==> config.mk <==
export PLATFORM = sky130hd
export DESIGN_NAME = data_forwarder
export DESIGN_NICKNAME = d
export VERILOG_FILES = /design/src/common/ndn_name_pkg.sv /design/src/common/ndn_fwd_pkg.sv /design/src/data_forwarder.sv
export SDC_FILE = /design/constraint.sdc
export NUM_CORES = 1
export LEC_CHECK = 0
export BUFFER_PORTS_ARGS = -buffer_cell sky130_fd_sc_hd__buf_2
export CAP_MARGIN = 10
export CORE_AREA = 2 2 92 94
export CTS_BUF_LIST = sky130_fd_sc_hd__clkbuf_4
export DETAILED_ROUTE_END_ITERATION = 12
export DIE_AREA = 0 0 94 96
export PLACE_DENSITY = 0.76
export SETUP_SLACK_MARGIN = 0.1
export SLEW_MARGIN = 20
export SYNTH_ARGS = -nofsm -noshare
export SYNTH_HDL_FRONTEND = slang
export SYNTH_SLANG_ARGS = --single-unit
==> constraint.sdc <==
create_clock -name clk -period 4.15 [get_ports clk]
set_clock_uncertainty 0.05 [all_clocks]
set_input_delay 0.415 -clock clk [delete_from_list [all_inputs] [get_ports clk]]
set_output_delay 0.415 -clock clk [all_outputs]
set_load 0.01 [all_outputs]
==> src/common/ndn_name_pkg.sv <==
// Name, length and hash definitions shared by the FIB, the PIT and the hash units
// Names are top-aligned, so a prefix of length L lives in bits 63 down to 64-L
// The hash rule assumes a hash width of at least 6 bits
package ndn_name_pkg;

    typedef logic [63:0] name_t;
    typedef logic [5:0]  name_len_t;

    parameter int HASH_W_DEFAULT = 10;

    // Clear every name bit below the prefix length
    function automatic name_t mask_name(name_t prefix, name_len_t len);
        return prefix & ~({64{1'b1}} >> len);
    endfunction

    // Fold the masked name into hash_w-bit chunks from bit 0, then mix in the length
    // Only the low hash_w bits of the result are meaningful
    function automatic name_t hash_name(name_t prefix, name_len_t len, int unsigned hash_w);
        name_t masked;
        name_t folded;
        masked = mask_name(prefix, len);
        folded = '0;
        for (int unsigned i = 0; i < 64; i++) begin
            folded[i % hash_w] = folded[i % hash_w] ^ masked[i];
        end
        folded[5:0] = folded[5:0] ^ len;
        return folded;
    endfunction

endpackage

==> src/common/ndn_fwd_pkg.sv <==
// Payload and PIT sizing definitions for the forwarding core
// Payload length must fit the 16-bit byte counter
package ndn_fwd_pkg;

    // One payload byte on the data stream
    typedef logic [7:0] byte_t;

    // Counts bytes within one data packet
    typedef logic [15:0] byte_cnt_t;

    // Pending interest slots
    parameter int PIT_DEPTH_DEFAULT = 8;

    // Fixed payload size per satisfied data packet
    parameter int PAYLOAD_BYTES_DEFAULT = 16;

endpackage

==> src/data_forwarder.sv <==
// Data packet sequencer: learn the name, ask the PIT, then stream or reject
// Source must supply a valid data_byte in every pay_req cycle; no output back-pressure
module data_forwarder #(
    parameter int PAYLOAD_BYTES = ndn_fwd_pkg::PAYLOAD_BYTES_DEFAULT
) (
    input  logic                    clk,
    input  logic                    rst,
    input  logic                    data_valid,
    input  ndn_name_pkg::name_t     data_prefix,
    input  ndn_name_pkg::name_len_t data_len,
    output logic                    data_ready,
    input  ndn_fwd_pkg::byte_t      data_byte,
    output logic                    pay_req,
    output ndn_fwd_pkg::byte_t      out_byte,
    output logic                    out_valid,
    output logic                    data_reject,
    output logic                    learn_en,
    output ndn_name_pkg::name_t     learn_prefix,
    output ndn_name_pkg::name_len_t learn_len,
    output logic                    pit_q_en,
    output ndn_name_pkg::name_t     pit_q_prefix,
    output ndn_name_pkg::name_len_t pit_q_len,
    input  logic                    pit_q_hit
);
    import ndn_fwd_pkg::*;

    typedef enum logic [1:0] {F_IDLE, F_WAIT_PIT, F_STREAM, F_REJECT} fwd_state_t;

    fwd_state_t state;
    byte_cnt_t  byte_cnt;
    logic       accept;

    assign data_ready = (state == F_IDLE);
    assign accept     = data_valid && data_ready;

    // Learn and PIT query both go out in the acceptance cycle
    assign learn_en     = accept;
    assign learn_prefix = data_prefix;
    assign learn_len    = data_len;
    assign pit_q_en     = accept;
    assign pit_q_prefix = data_prefix;
    assign pit_q_len    = data_len;

    assign pay_req     = (state == F_STREAM);
    assign data_reject = (state == F_REJECT);

    always_ff @(posedge clk or posedge rst) begin
        if (rst) begin
            state     <= F_IDLE;
            byte_cnt  <= '0;
            out_valid <= 1'b0;
        end else begin
            out_valid <= pay_req;
            case (state)
                F_IDLE: begin
                    if (accept) begin
                        state <= F_WAIT_PIT;
                    end
                end
                F_WAIT_PIT: begin
                    byte_cnt <= '0;
                    state    <= pit_q_hit ? F_STREAM : F_REJECT;
                end
                F_STREAM: begin
                    byte_cnt <= byte_cnt + byte_cnt_t'(1);
                    // Last requested byte
                    if (byte_cnt == byte_cnt_t'(PAYLOAD_BYTES - 1)) begin
                        state <= F_IDLE;
                    end
                end
                default: begin
                    state <= F_IDLE;
                end
            endcase
        end
    end

    // Sampled byte shows up one cycle after its pay_req
    always_ff @(posedge clk) begin
        if (pay_req) begin
            out_byte <= data_byte;
        end
    end

endmodule

Word level (Yosys, flattened, before mapping):

Cells that the tools add are included.

* equal/unequal tests: 6
* add/sub/neg operators: 1
* reduce and logical (&&, ||, !) cells: 4
* multiplexer cells: 5

Operators with widths (number)
* case mux 16 bit (2 select lines): 1
* adder 16 x 1 -> 16 bit, second input constant: 1
* == test 16 x 4 -> 1 bit, second input constant: 1
* case mux 2 bit (3 select lines): 1
* == test 2 bit, second input constant: 2
* two-way mux 2 bit: 2
* != test 2 x 1 -> 1 bit, second input constant: 2
* == test 2 x 1 -> 1 bit, second input constant: 1
* zero test 2 bit: 1
* AND reduction 2 bit: 1
* nonzero test 2 bit: 1
* logical AND 1 bit: 1
* two-way mux 1 bit: 1

* output and inout port bits: 154
* input bits: 82
* logic and storage cells: 20
* register bits: 27

Logic depth before layout (Yosys ltp):

* depth in word-level cells: 4
* depth in mapped cells: 7
* gate-level depth less buffers: 6

Worst setup path before layout:

No wires, ideal clock.

* kind: reg2reg
* start: register state[0]
* end: register byte_cnt[9]
* arrival time: 1805 ps
* buffers on the path: 1
* library setup time: 66 ps
* stages on the path, launching flop included: 7
* data required time: 4034 ps
* clock period less this slack: 1921 ps
* slack: 2229 ps
* cell sequence: dfrtp_1 > inv_1 > ha_1 > clkbuf_1 > nor2b_1 > or4_1 > nand2_1

* word-level cells in the longest chain between the ends: 2
* elaborated cells between the ends (all ways): 4
* those cells by class: eq/ne (2); mux (1); reduce/logical (1)

RTL lines
* start, declared: line data_forwarder.sv:29 `fwd_state_t state;`
* start signal, assigned: line data_forwarder.sv:62 `state <= pit_q_hit ? F_STREAM : F_REJECT;`
* == test 2 bit *
* net pay_req: line data_forwarder.sv:13 `output logic pay_req,`
* case mux 16 bit (2 select lines) or nonzero test 2 bit (tied branches)
* end signal, assigned: line data_forwarder.sv:65 `byte_cnt <= byte_cnt + byte_cnt_t'(1);`
* end, declared: line data_forwarder.sv:30 `byte_cnt_t byte_cnt;`

Mark *: on every way through the listed nets, which the timed path passes. The rest lies on a longest branch.
A chain may end at the register's enable or synchronous reset.

Final worst setup path:

* start: register state[0]
* end: register byte_cnt[13]

* word-level cells in the longest chain between the ends: 2
* elaborated cells between the ends (all ways): 4
* those cells by class: eq/ne (2); mux (1); reduce/logical (1)

RTL lines
* == test 2 bit or == test 2 x 1 -> 1 bit (tied branches): line data_forwarder.sv:54 `case (state)`
* case mux 16 bit (2 select lines) or nonzero test 2 bit (tied branches)

Several ways; a longest one is shown, not always the timed one.

==> results.cfg <==
[final_layout]
layout_commonest_cell = buf_2
nets = 235
syn_to_final_growth_pct = -33.6
final_cell_mix = buf_2 (25), dfrtp_1 (19), nand2_1 (10), a21oi_1 (10)
drive_gt1_share_pct = 23.3
nFillCells = 881
n_antenna_cell = 0

[synthesis]
synth-async-reset-ratio_pct = 70.4
syn_avg_cell_area_sq_um = 9.03
syn_nets = 349
syn_inst = 261
syn-cell-area_sq_um = 2360
ys_warn_count = 0
synth-edff-count = 8
synth-seq-area-share_pct = 30.4
yosysTopAreaCell = buf_4
ys_seq_elements = 27
synthTopCellsByArea = buf_4 (45%), dfrtp_1 (20%), edfxtp_1 (10%), ha_1 (3.2%), a21oi_1 (2.1%)
synth_flop_cell = dfrtp_1
yosysUniqueCellTypes = 33
synth_top_area_share_pct = 44.9

[placed_design]
hpwl_um = 3710
numPortBuffers = 25
place_congestion = 0.745

[setup_path]
cp_slowest_cell = ha_1
path_class = reg -> reg
r2r_start = state[0]
timing.reg2reg.setup_slack_ns = 1.84
max_stage_delay_ns = 0.49
cp.arrival_ns = 2.52
crit_end = byte_cnt[13]
reg2reg_to = byte_cnt[13]
crit_chain = inv_1 > ha_1 > and4_1 > nand3_1 > or3_2 > a21oi_1
critical_path_required_ns = 4.36
cp-start-kind = flop
cp-startpoint = state[0]
endpoint_kind = flop
crit_fanout = 13
r2r_cells = 6

[sta]
hold_violations = 0
fmax_mhz = 433
slew_headroom_pct = 51.6
setup_viol = 0
worst_hold_slack_ns = 0.125
tightest_slew_ns = 0.724
period_minus_slack_ns = 2.31
tns_ns = 0
period_share_pct = 55.6
rsz0062_at_grt = false
drv_slew = 0

[clock_tree]
numCtsBuffers = 3
clk_path_buf_depth = 2
root_buffer = clkbuf_4
post-cts-setup-buffers = 0
h-tree-depth = 1
cts_resized = 0
cts_tree = yes
cts_sinks = 27
ctsHoldBuffers = 0
worstSkewPairLatency_ns = 0.32
clk_pin_slew_worst_paths_ns = 0.13

[grt]
grt_start_max_net_pins = 20
track_usage_pct = 9.01
antenna_found_initial = 0
grt_pass1_vias = 1048
globalRouteOverflowTotal = 0
grt_first_pass_wirelength_um = 6120

[outcome]
outcome = finished clean

[power_and_ir_drop]
vdd_drop_max_mv = 0.121
power_leakage_nw = 0.666
combPwrFrac_pct = 36.2
swShare_pct = 36.6
pwr-share-seq_pct = 47.5
p_sw_uw = 260
p_clk_share_pct = 16.3
cellPowerDensity_nw_per_um2 = 455
internal_power_uw = 452

[floorplan]
boundaryPins = 236
die_w_um = 94
die_area_sq_um = 9020
die_y_um = 96
core_sq_um = 8050
start_util_pct = 29.3
num_rows = 33

[flow_run]
max_cap_viol_count = 0

[detailed_routing]
postRouteWirelength_um = 4420
firstDrtPassIters = 4
via_count = 1122
ant_nets = 0
via_per_inst = 4.47
drc = 0
wl_per_cell_um = 17.6
drtIter0Drc = 22

[worst_hold_path]
min_path_type = in -> async
[worst max-delay path: cells and delay by family (launching register included)]
kind	cells	cell delay, ns
AOI/OAI and AO/OA	1	0.14
and+or+nand+nor	3	1.03
buffers and inverters	1	0.09
adders and majority gates	1	0.49
DFF	1	0.45
[synthesized netlist by cell type (2+ instances only)]
master and n:
buf_4 141, dfrtp_1 19, a21oi_1 10, nand2_1 10
inv_1 9, nand3_1 9, edfxtp_1 8, o21ai_0 8
ha_1 6, or3_1 4, nand4_1 3, nor2_1 3
o31ai_1 3, or4_1 3, xor2_1 3, clkbuf_1 2
nor2b_1 2, nor3_1 2, nor4_1 2
[metrics by stage]
step                total power, mW  instance area [sq um]  worst slack, ns  util [%]  std cells
CTS                           0.728                   1570             1.86      19.4        251
global placement              0.594                   1540             1.99      19.1        247
global route                  0.771                   1570             1.65      19.4        251
detailed placement            0.607                   1540             1.86      19.1        247
floorplan                     0.685                   2360             2.23         -        261
finish                        0.712                   1570             1.84      19.4        251
[routing by layer]
| layer | global-route usage (%) | part of all wire [%] |
|---|---|---|
| met2 | 15.2 | 50 |
| met5 | 0 | 0 |
| met1 | 6.17 | 24 |
| met3 | 8.69 | 22 |
| met4 | 5.92 | 3.8 |
[final cells by class]
| type | count | area, sq um | share of cell area (%) |
|---|---|---|---|
| flip-flops and latches | 27 | 716 | 45.7 |
| multi-input cells | 81 | 529 | 33.8 |
| well taps | 105 | 131 | 8.39 |
| repair buffers | 25 | 125 | 7.99 |
| inverters | 9 | 33.8 | 2.16 |
| clock buffers | 4 | 30.0 | 1.92 |
[kinds of logic (layout without fill, tap and decap cells)]
group	Yosys count	count (layout)	share of synthesized area, %
compound gates	26	26	6.32
xor+xnor	3	3	1.12
simple gates	45	45	11.4
mux	1	1	0.478
buf+inv	153	38	47.2
flops	27	27	30.4
fa+ha+maj	6	6	3.19
[power groups by stage]
stage                     Clock (mW)  Combinational (mW)  Sequential [mW]
after floorplan                    0               0.332            0.353
after global placement             0               0.253            0.341
after detailed placement           0               0.262            0.345
after CTS                      0.126               0.263            0.339
after global routing           0.134               0.294            0.344
final                          0.116               0.258            0.338
[how the worst min path moves through the flow]
stage	from	end	slack, ns	cells after the start
after floorplan	rst	byte_cnt[0]	0.32	1
after global placement	byte_cnt[2]	byte_cnt[2]	0.49	1
after detailed placement	byte_cnt[3]	byte_cnt[3]	0.51	1
after CTS	rst	byte_cnt[4]	0.15	2
after global routing	data_byte[3]	out_byte[3]	0.18	1
final	rst	byte_cnt[14]	0.13	2
[sequential cells by signal, indices dropped and copies added (netlist names)]
signal,flops
byte_cnt,16
out_byte,8
out_valid,1
state,2
No activity file was read; power rests on OpenSTA's default activity.
