==> config.mk <==
export PLATFORM = sky130hd
export DESIGN_NAME = pit_table
export DESIGN_NICKNAME = d
export VERILOG_FILES = /design/src/common/ndn_name_pkg.sv /design/src/common/ndn_fwd_pkg.sv /design/src/pit/pit_table.sv
export SDC_FILE = /design/constraint.sdc
export NUM_CORES = 1
export LEC_CHECK = 0
export BUFFER_PORTS_ARGS = -buffer_cell sky130_fd_sc_hd__buf_4
export CAP_MARGIN = 20
export CORE_MARGIN = 8
export CORE_UTILIZATION = 30
export DETAILED_ROUTE_END_ITERATION = 10
export SLEW_MARGIN = 20
export SYNTH_ARGS = -nofsm -noshare
export SYNTH_HDL_FRONTEND = slang
export SYNTH_SLANG_ARGS = --single-unit
==> constraint.sdc <==
create_clock -name clk -period 28.6 [get_ports clk]
set_input_delay 5.72 -clock clk [delete_from_list [all_inputs] [get_ports clk]]
set_output_delay 5.72 -clock clk [all_outputs]
set_load 0.1 [all_outputs]
==> src/common/ndn_name_pkg.sv <==
// Name, length and hash definitions shared by the FIB, the PIT and the hash units
// Names are top-aligned, so a prefix of length L lives in bits 63 down to 64-L
// The hash rule assumes a hash width of at least 6 bits
package ndn_name_pkg;

    typedef logic [63:0] name_t;
    typedef logic [5:0]  name_len_t;

    parameter int HASH_W_DEFAULT = 10;

    // Clear every name bit below the prefix length
    function automatic name_t mask_name(name_t prefix, name_len_t len);
        return prefix & ~({64{1'b1}} >> len);
    endfunction

    // Fold the masked name into hash_w-bit chunks from bit 0, then mix in the length
    // Only the low hash_w bits of the result are meaningful
    function automatic name_t hash_name(name_t prefix, name_len_t len, int unsigned hash_w);
        name_t masked;
        name_t folded;
        masked = mask_name(prefix, len);
        folded = '0;
        for (int unsigned i = 0; i < 64; i++) begin
            folded[i % hash_w] = folded[i % hash_w] ^ masked[i];
        end
        folded[5:0] = folded[5:0] ^ len;
        return folded;
    endfunction

endpackage

==> src/common/ndn_fwd_pkg.sv <==
// Payload and PIT sizing definitions for the forwarding core
// Payload length must fit the 16-bit byte counter
package ndn_fwd_pkg;

    // One payload byte on the data stream
    typedef logic [7:0] byte_t;

    // Counts bytes within one data packet
    typedef logic [15:0] byte_cnt_t;

    // Pending interest slots
    parameter int PIT_DEPTH_DEFAULT = 8;

    // Fixed payload size per satisfied data packet
    parameter int PAYLOAD_BYTES_DEFAULT = 16;

endpackage

==> src/pit/pit_table.sv <==
// Fully associative Pending Interest Table with exact match on masked name and length
// Duplicates aggregate into one entry; inserts into a full table are dropped
// Query and insert of the same name in one cycle is not supported
module pit_table #(
    parameter int PIT_DEPTH = ndn_fwd_pkg::PIT_DEPTH_DEFAULT
) (
    input  logic                    clk,
    input  logic                    rst,
    input  logic                    ins_en,
    input  ndn_name_pkg::name_t     ins_prefix,
    input  ndn_name_pkg::name_len_t ins_len,
    input  logic                    q_en,
    input  ndn_name_pkg::name_t     q_prefix,
    input  ndn_name_pkg::name_len_t q_len,
    output logic                    q_hit
);
    import ndn_name_pkg::*;

    localparam int IDX_W = (PIT_DEPTH > 1) ? $clog2(PIT_DEPTH) : 1;

    logic [PIT_DEPTH-1:0] entry_valid;
    name_t                entry_name [PIT_DEPTH];
    name_len_t            entry_len  [PIT_DEPTH];

    name_t                ins_masked;
    name_t                q_masked;
    logic [PIT_DEPTH-1:0] ins_match;
    logic [PIT_DEPTH-1:0] q_match;
    logic [IDX_W-1:0]     free_idx;
    logic                 ins_dup;
    logic                 tbl_full;
    logic                 do_insert;

    // Compare both names against every entry at once
    always_comb begin
        ins_masked = mask_name(ins_prefix, ins_len);
        q_masked   = mask_name(q_prefix, q_len);
        for (int i = 0; i < PIT_DEPTH; i++) begin
            ins_match[i] = entry_valid[i] && (entry_name[i] == ins_masked)
                           && (entry_len[i] == ins_len);
            q_match[i]   = entry_valid[i] && (entry_name[i] == q_masked)
                           && (entry_len[i] == q_len);
        end
    end

    // Lowest free slot wins, scan runs top down
    always_comb begin
        free_idx = '0;
        for (int i = PIT_DEPTH - 1; i >= 0; i--) begin
            if (!entry_valid[i]) begin
                free_idx = IDX_W'(i);
            end
        end
    end

    assign ins_dup   = |ins_match;
    assign tbl_full  = &entry_valid;
    assign do_insert = ins_en && !ins_dup && !tbl_full;

    // Query hit clears its entry; insert sets the free slot
    always_ff @(posedge clk or posedge rst) begin
        if (rst) begin
            entry_valid <= '0;
            q_hit       <= 1'b0;
        end else begin
            q_hit <= q_en && (|q_match);
            if (q_en) begin
                entry_valid <= entry_valid & ~q_match;
            end
            if (do_insert) begin
                entry_valid[free_idx] <= 1'b1;
            end
        end
    end

    always_ff @(posedge clk) begin
        if (do_insert) begin
            entry_name[free_idx] <= ins_masked;
            entry_len[free_idx]  <= ins_len;
        end
    end

endmodule

---- Word-level counts from Yosys, hierarchy flattened ----
Memory sizes are Yosys's and may differ from the RTL's.
Index checks and enable logic that the tools add are counted.
storage, ports and cells
  output and inout port bits .............. 1
  logic and storage cells ................. 102
  bits in writable memories ............... 560
  bits in registers ....................... 9
  bits of input ports ..................... 144
  memories ................................ 2
operators by class
  bitwise operators ....................... 7
  order comparisons ....................... 2
  eq/ne operators ......................... 32
  reduce and logical (&&, ||, !) cells .... 41
  multiplexer cells ....................... 14
  shift operators ......................... 2
memory list
  name        words  bits a word  rd ports  clocked after memory_dff  wr ports  RTL line         text
  entry_name  8      64           8         0                         1         pit_table.sv:22  name_t entry_name [PIT_DEPTH];
  entry_len   8      6            8         0                         1         pit_table.sv:23  name_len_t entry_len [PIT_DEPTH];
operator list
  cell                     count
  $eq A64 B64 Y1           16
  $and A64 B64 Y64         2
  $not A64 Y64             2
  $shr A64 B6 Y64 const A  2
  $eq A6 B6 Y1             16
  $logic_and A1 B1 Y1      36
  $mux W3                  8
  $mux W8                  2
  $reduce_or A8 Y1         2
  $and A8 B8 Y8            1
  $not A8 Y8               1
  $or A8 B8 Y8             1
  $reduce_and A8 Y1        1
  $lt A3 B4 Y1 const B     1
  $demux W1 S3             1
  $ge A3 B1 Y1 const B     1
  $mux W1                  3
  $logic_not A1 Y1         2

---- Longest topological paths before layout ----
  depth after elaboration ................. 14
  mapped depth ............................ 16
  depth with buffers taken out ............ 11

---- Worst setup path after synthesis ----
No wires, ideal clock.
  path type ............................... input port to flip-flop
  start point ............................. in ins_len[3]
  end point ............................... mem entry_len[5][0] (netlist bit) (enable)
  stages .................................. 16
  path slack .............................. 13.300 ns
  setup time .............................. 0.666 ns
  data arrival time ....................... 14.634 ns
  path buffers ............................ 6
  required time ........................... 27.934 ns
  cell sequence ........................... buf_2 -> buf_4 -> buf_2 -> a31o_2 -> a21oi_1 -> nand2b_1 -> clkbuf_1 -> xor2_1 -> nand4_1 -> nor4_1 -> a21oi_1 -> nand4_1 -> or3_1 -> buf_6 -> buf_6 -> nor4_1
between the ends
  word-level cells in the longest chain between the ends .. 12
  elaborated cells between the ends (all ways) .. 41
  classes of those cells .................. eq/ne (16); shift (1); mux (2); bitwise (2); reduce/logical (20)
ends and longest elaborated chain
  item                                RTL line            text
  start, declared                     pit_table.sv:11     input ndn_name_pkg::name_len_t ins_len,
  $shr A64 B6 Y64                     ndn_name_pkg.sv:13  return prefix & ~({64{1'b1}} >> len);
  $not A64 Y64                        ndn_name_pkg.sv:13
  $and A64 B64 Y64                    ndn_name_pkg.sv:13
  $eq A64 B64 Y1                      pit_table.sv:39     ins_match[i] = entry_valid[i] && (entry_name[i] == ins_masked)
  $logic_and A1 B1 Y1                 pit_table.sv:39
  $logic_and A1 B1 Y1                 pit_table.sv:40     && (entry_len[i] == ins_len);
  $reduce_or A8 Y1 *                  pit_table.sv:56     assign ins_dup = |ins_match;
  $logic_not A1 Y1 *                  pit_table.sv:58     assign do_insert = ins_en && !ins_dup && !tbl_full;
  $logic_and A1 B1 Y1 * (2 in a row)  pit_table.sv:58
  $mux W1 *                           pit_table.sv:77     if (do_insert) begin
  $mux W1 (implied by the code) *     pit_table.sv:79     entry_len[free_idx] <= ins_len;
  end, declared                       pit_table.sv:23
Mark *: on every way between the ends. The rest lies on a longest branch, timed or not.

---- Worst setup path in the final report ----
  start point ............................. in ins_len[5]
  end point ............................... mem entry_name[2][60] (netlist bit) (enable)
between the ends
  word-level cells in the longest chain between the ends .. 12
  elaborated cells between the ends (all ways) .. 41
  classes of those cells .................. eq/ne (16); shift (1); mux (2); bitwise (2); reduce/logical (20)
ends and longest elaborated chain
  item                                RTL line            text
  $shr A64 B6 Y64                     ndn_name_pkg.sv:13
  $not A64 Y64                        ndn_name_pkg.sv:13
  $and A64 B64 Y64                    ndn_name_pkg.sv:13
  $eq A64 B64 Y1                      pit_table.sv:39
  $logic_and A1 B1 Y1                 pit_table.sv:39
  $logic_and A1 B1 Y1                 pit_table.sv:40
  $reduce_or A8 Y1 *                  pit_table.sv:56
  $logic_not A1 Y1 *                  pit_table.sv:58
  $logic_and A1 B1 Y1 * (2 in a row)  pit_table.sv:58
  $mux W1 *                           pit_table.sv:77
  $mux W1 (implied by the code) *     pit_table.sv:78     entry_name[free_idx] <= ins_masked;
  end, declared                       pit_table.sv:22
Marks and branches as above.

==> results.cfg <==
[power]
power.switching_uw = 1020
p_comb_frac = 0.241
ir_drop_mv = 0.0420
leakage_uw = 0.0128
powerDensity_mw_per_mm2 = 70.0
seqPwrFrac = 0.431
sw_frac_of_total = 0.376
internal-power_uw = 1700
p_clk_frac = 0.328

[sta]
setup_viol = 0
final_hold_viol_count = 0
slew_headroom = 0.0896
fin_skew_ps = 27.9
drv_slew = 0
period_needed_ps = 13160
fin_tns_setup_ps = 0
tightest_slew_ps = 1360
rsz0062_at_grt = false
fmax_mhz = 76.0
min_period_over_period = 0.460

[job]
cap_violations = 0

[synthesis]
synth_mux_area_frac = 0.000918
syn_nets = 2929
yosys_warnings = 0
yosys.area_share.simple = 0.0990
synth-edff-count = 552
syn-cell-area_mm2 = 0.0327
yosysSeqAreaShare = 0.514
ys_ff_latch = 561
synthArstFlopShare = 0.0160
synth-xor-area-share = 0.232
synthAdderAreaFrac = 0.000306
synth_compound_area_frac = 0.122
synthFlopType = edfxtp_1
synth_cells = 2785
synth_top_family_by_area = XOR/XNOR gates
syn-mean-instance-area_um2 = 11.7
synth_cell_type_count = 89

[drt]
vias = 29382
vias_per_cell = 6.46
drc = 0
drt-wirelength-per-cell_um = 53.7
drt_iter0_markers = 5224
firstDrtPassIters = 6
antenna_left = 0
routed_wl_mm = 244

[cts]
cts_root_buffer = clkbuf_16
clock_path_buffers = 3
clock-sinks = 561
postCtsHoldBufs = 0
htreeDepth = 3
clk_pin_slew_ps = 60
post_cts_buffers = 0
clk-insertion-delay-late_ps = 680
cts_tree = built
postCtsResizedCells = 0
numCtsBuffers = 73

[placement]
numPortBuffers = 142
hpwl_mm = 186
gp_congestion = 1.10
numPlacedInstances = 4395

[critical_path]
required_ps = 28860
path_class = primary input to flop
worstPathMaxFanout = 44
arrival_ps = 13420
r2r_start = entry_name[3][29]
crit_start = ins_len[5]
end_kind = flop
worstSetupStartpointType = primary input

[floorplanning]
die_area_mm2 = 0.120
rows = 121
io-pin-count = 145
initial_core_util = 0.301
core_mm2 = 0.109
die_w_um = 346
die_h_um = 346

[finish]
regArea_mm2 = 0.0168
fill_cells = 10842
layout-drive-gt1-share = 0.168
multi_input_area_mm2 = 0.0152
nNetsFinal = 3201
area_growth_pct = 18.9
layout.cells.non_filler = 4545

[hold_path]
min_from = entry_valid[5]
hold_path.class = flop to flop

[global_routing]
grt_max_degree = 56
grtUsageTotal = 0.390
grt_pass1_vias = 27070
grt_pass1_wl_mm = 304
antenna_found_initial = 36
grt_overflow = 0

[outcome]
status = complete, no violations
## per-stage QoR
step,setup WS (ps),power (µW),utilization,hold slack [ps],instance area (µm²)
after floorplan,13300,1420,-,507,32700
after CTS,15850,2690,0.358,677,38800
after global routing,15740,2750,0.358,700,38800
final,15440,2720,0.358,685,38900
after detailed placement,15180,1810,0.337,665,36600
after global placement,15140,1810,0.337,652,36600
## flip-flops by register name, summed over array words and instances, names as in the netlist
| name | count |
|---|---|
| entry_valid | 8 |
| entry_len | 48 |
| q_hit | 1 |
| entry_name | 504 |
## cells in the mapped netlist (9+ instances only)
cell type | n | area share
a22oi_1 | 16 | 0.0037
o21a_1 | 14 | 0.0032
o2111ai_1 | 47 | 0.013
a21oi_1 | 66 | 0.010
o22ai_1 | 28 | 0.0054
and3_1 | 18 | 0.0034
o21ai_0 | 98 | 0.015
a211oi_1 | 9 | 0.0021
nor4_1 | 115 | 0.022
buf_4 | 12 | 0.0028
dfrtp_1 | 9 | 0.0069
or4_1 | 12 | 0.0028
edfxtp_1 | 552 | 0.51
nor3_1 | 42 | 0.0064
a2111oi_0 | 48 | 0.013
o211ai_1 | 21 | 0.0048
a21o_1 | 13 | 0.0030
nand2_1 | 102 | 0.012
buf_1 | 12 | 0.0014
or3_1 | 10 | 0.0019
inv_1 | 95 | 0.011
xor2_1 | 400 | 0.11
xnor2_1 | 468 | 0.13
nand4_1 | 108 | 0.021
o32ai_1 | 12 | 0.0032
nand3_1 | 63 | 0.0096
clkbuf_1 | 50 | 0.0057
a32oi_1 | 9 | 0.0024
o21ai_2 | 17 | 0.0046
a31oi_1 | 12 | 0.0023
buf_2 | 51 | 0.0078
nor2_1 | 68 | 0.0078
nor2b_1 | 14 | 0.0027
## power groups by stage
stage                     Combinational (µW)  Clock, µW  Sequential (µW)
final                                    656        893             1170
after global routing                     652        923             1170
after CTS                                627        899             1170
after detailed placement                 625          0             1180
after global placement                   629          0             1180
after floorplan                          302          0             1120
## critical path, cell delays in order
cell,delay [ps]
buf_4,170
buf_4,520
buf_4,540
or2_2,360
buf_4,380
nor2_1,110
mux2i_1,840
o2111ai_1,330
nor4_2,900
nand4_1,520
or4_1,720
nand4_1,190
or3_1,910
nor3_2,120
buf_4,330
buf_4,470
## cell usage in the layout, fill, tap and decap left out, types with 13 or more instances in the layout
master / instances
a21oi_1: 62
o21ai_2: 17
clkbuf_16: 74
o21a_1: 14
a21o_1: 13
a22oi_1: 16
nand4_1: 108
nand2_1: 101
clkinv_1: 27
o21ai_0: 87
o211ai_1: 21
nor4_1: 103
edfxtp_1: 552
a2111oi_0: 37
nor3_1: 40
and3_1: 18
buf_4: 327
nor4_2: 13
nor2b_1: 14
xor2_1: 400
xnor2_1: 468
nand3_1: 61
diode_2: 18
inv_1: 95
o2111ai_1: 47
clkbuf_1: 14
o22ai_1: 28
nor2_1: 62
## path summary, 6_finish.rpt
kind / slack (ps) / depth (start not counted) / end
setup / recovery: 15440 / 16 / entry_name[2][60]
hold / removal: 680 / 2 / entry_valid[5]
setup reg to reg: 21740 / 12 / entry_name[2][60]
hold reg to reg: 680 / 2 / entry_valid[5]
max in group asynchronous: 23280 / 2 / entry_valid[5]
min in group asynchronous: 5030 / 2 / q_hit
## cells by family after synthesis
logic type	count (synthesis)
buf+inv	231
fa+ha+maj	1
mux	3
flops	561
xor+xnor	868
compound gates	526
simple gates	595
## area by class of cell
class / count / area share
clock inverter: 43 / 0.00743
multi-input combinational: 1993 / 0.391
timing repair buffer: 328 / 0.0638
clock buffer: 88 / 0.0490
sequential: 561 / 0.432
inverter: 100 / 0.00965
antenna: 18 / 0.00116
tap: 1414 / 0.0455
## per-layer routing
| metal | vias to the layer above | GRT usage | share of wire |
|---|---|---|---|
| met3 | 598 | 0.111 | 0.12 |
| met2 | 2483 | 0.568 | 0.42 |
| met4 | 14 | 0.261 | 0.081 |
| met1 | 15251 | 0.503 | 0.38 |
| met5 | - | 0 | 0.00034 |
| li1 | 11036 | - | - |
(Power assumes the default switching activity.)
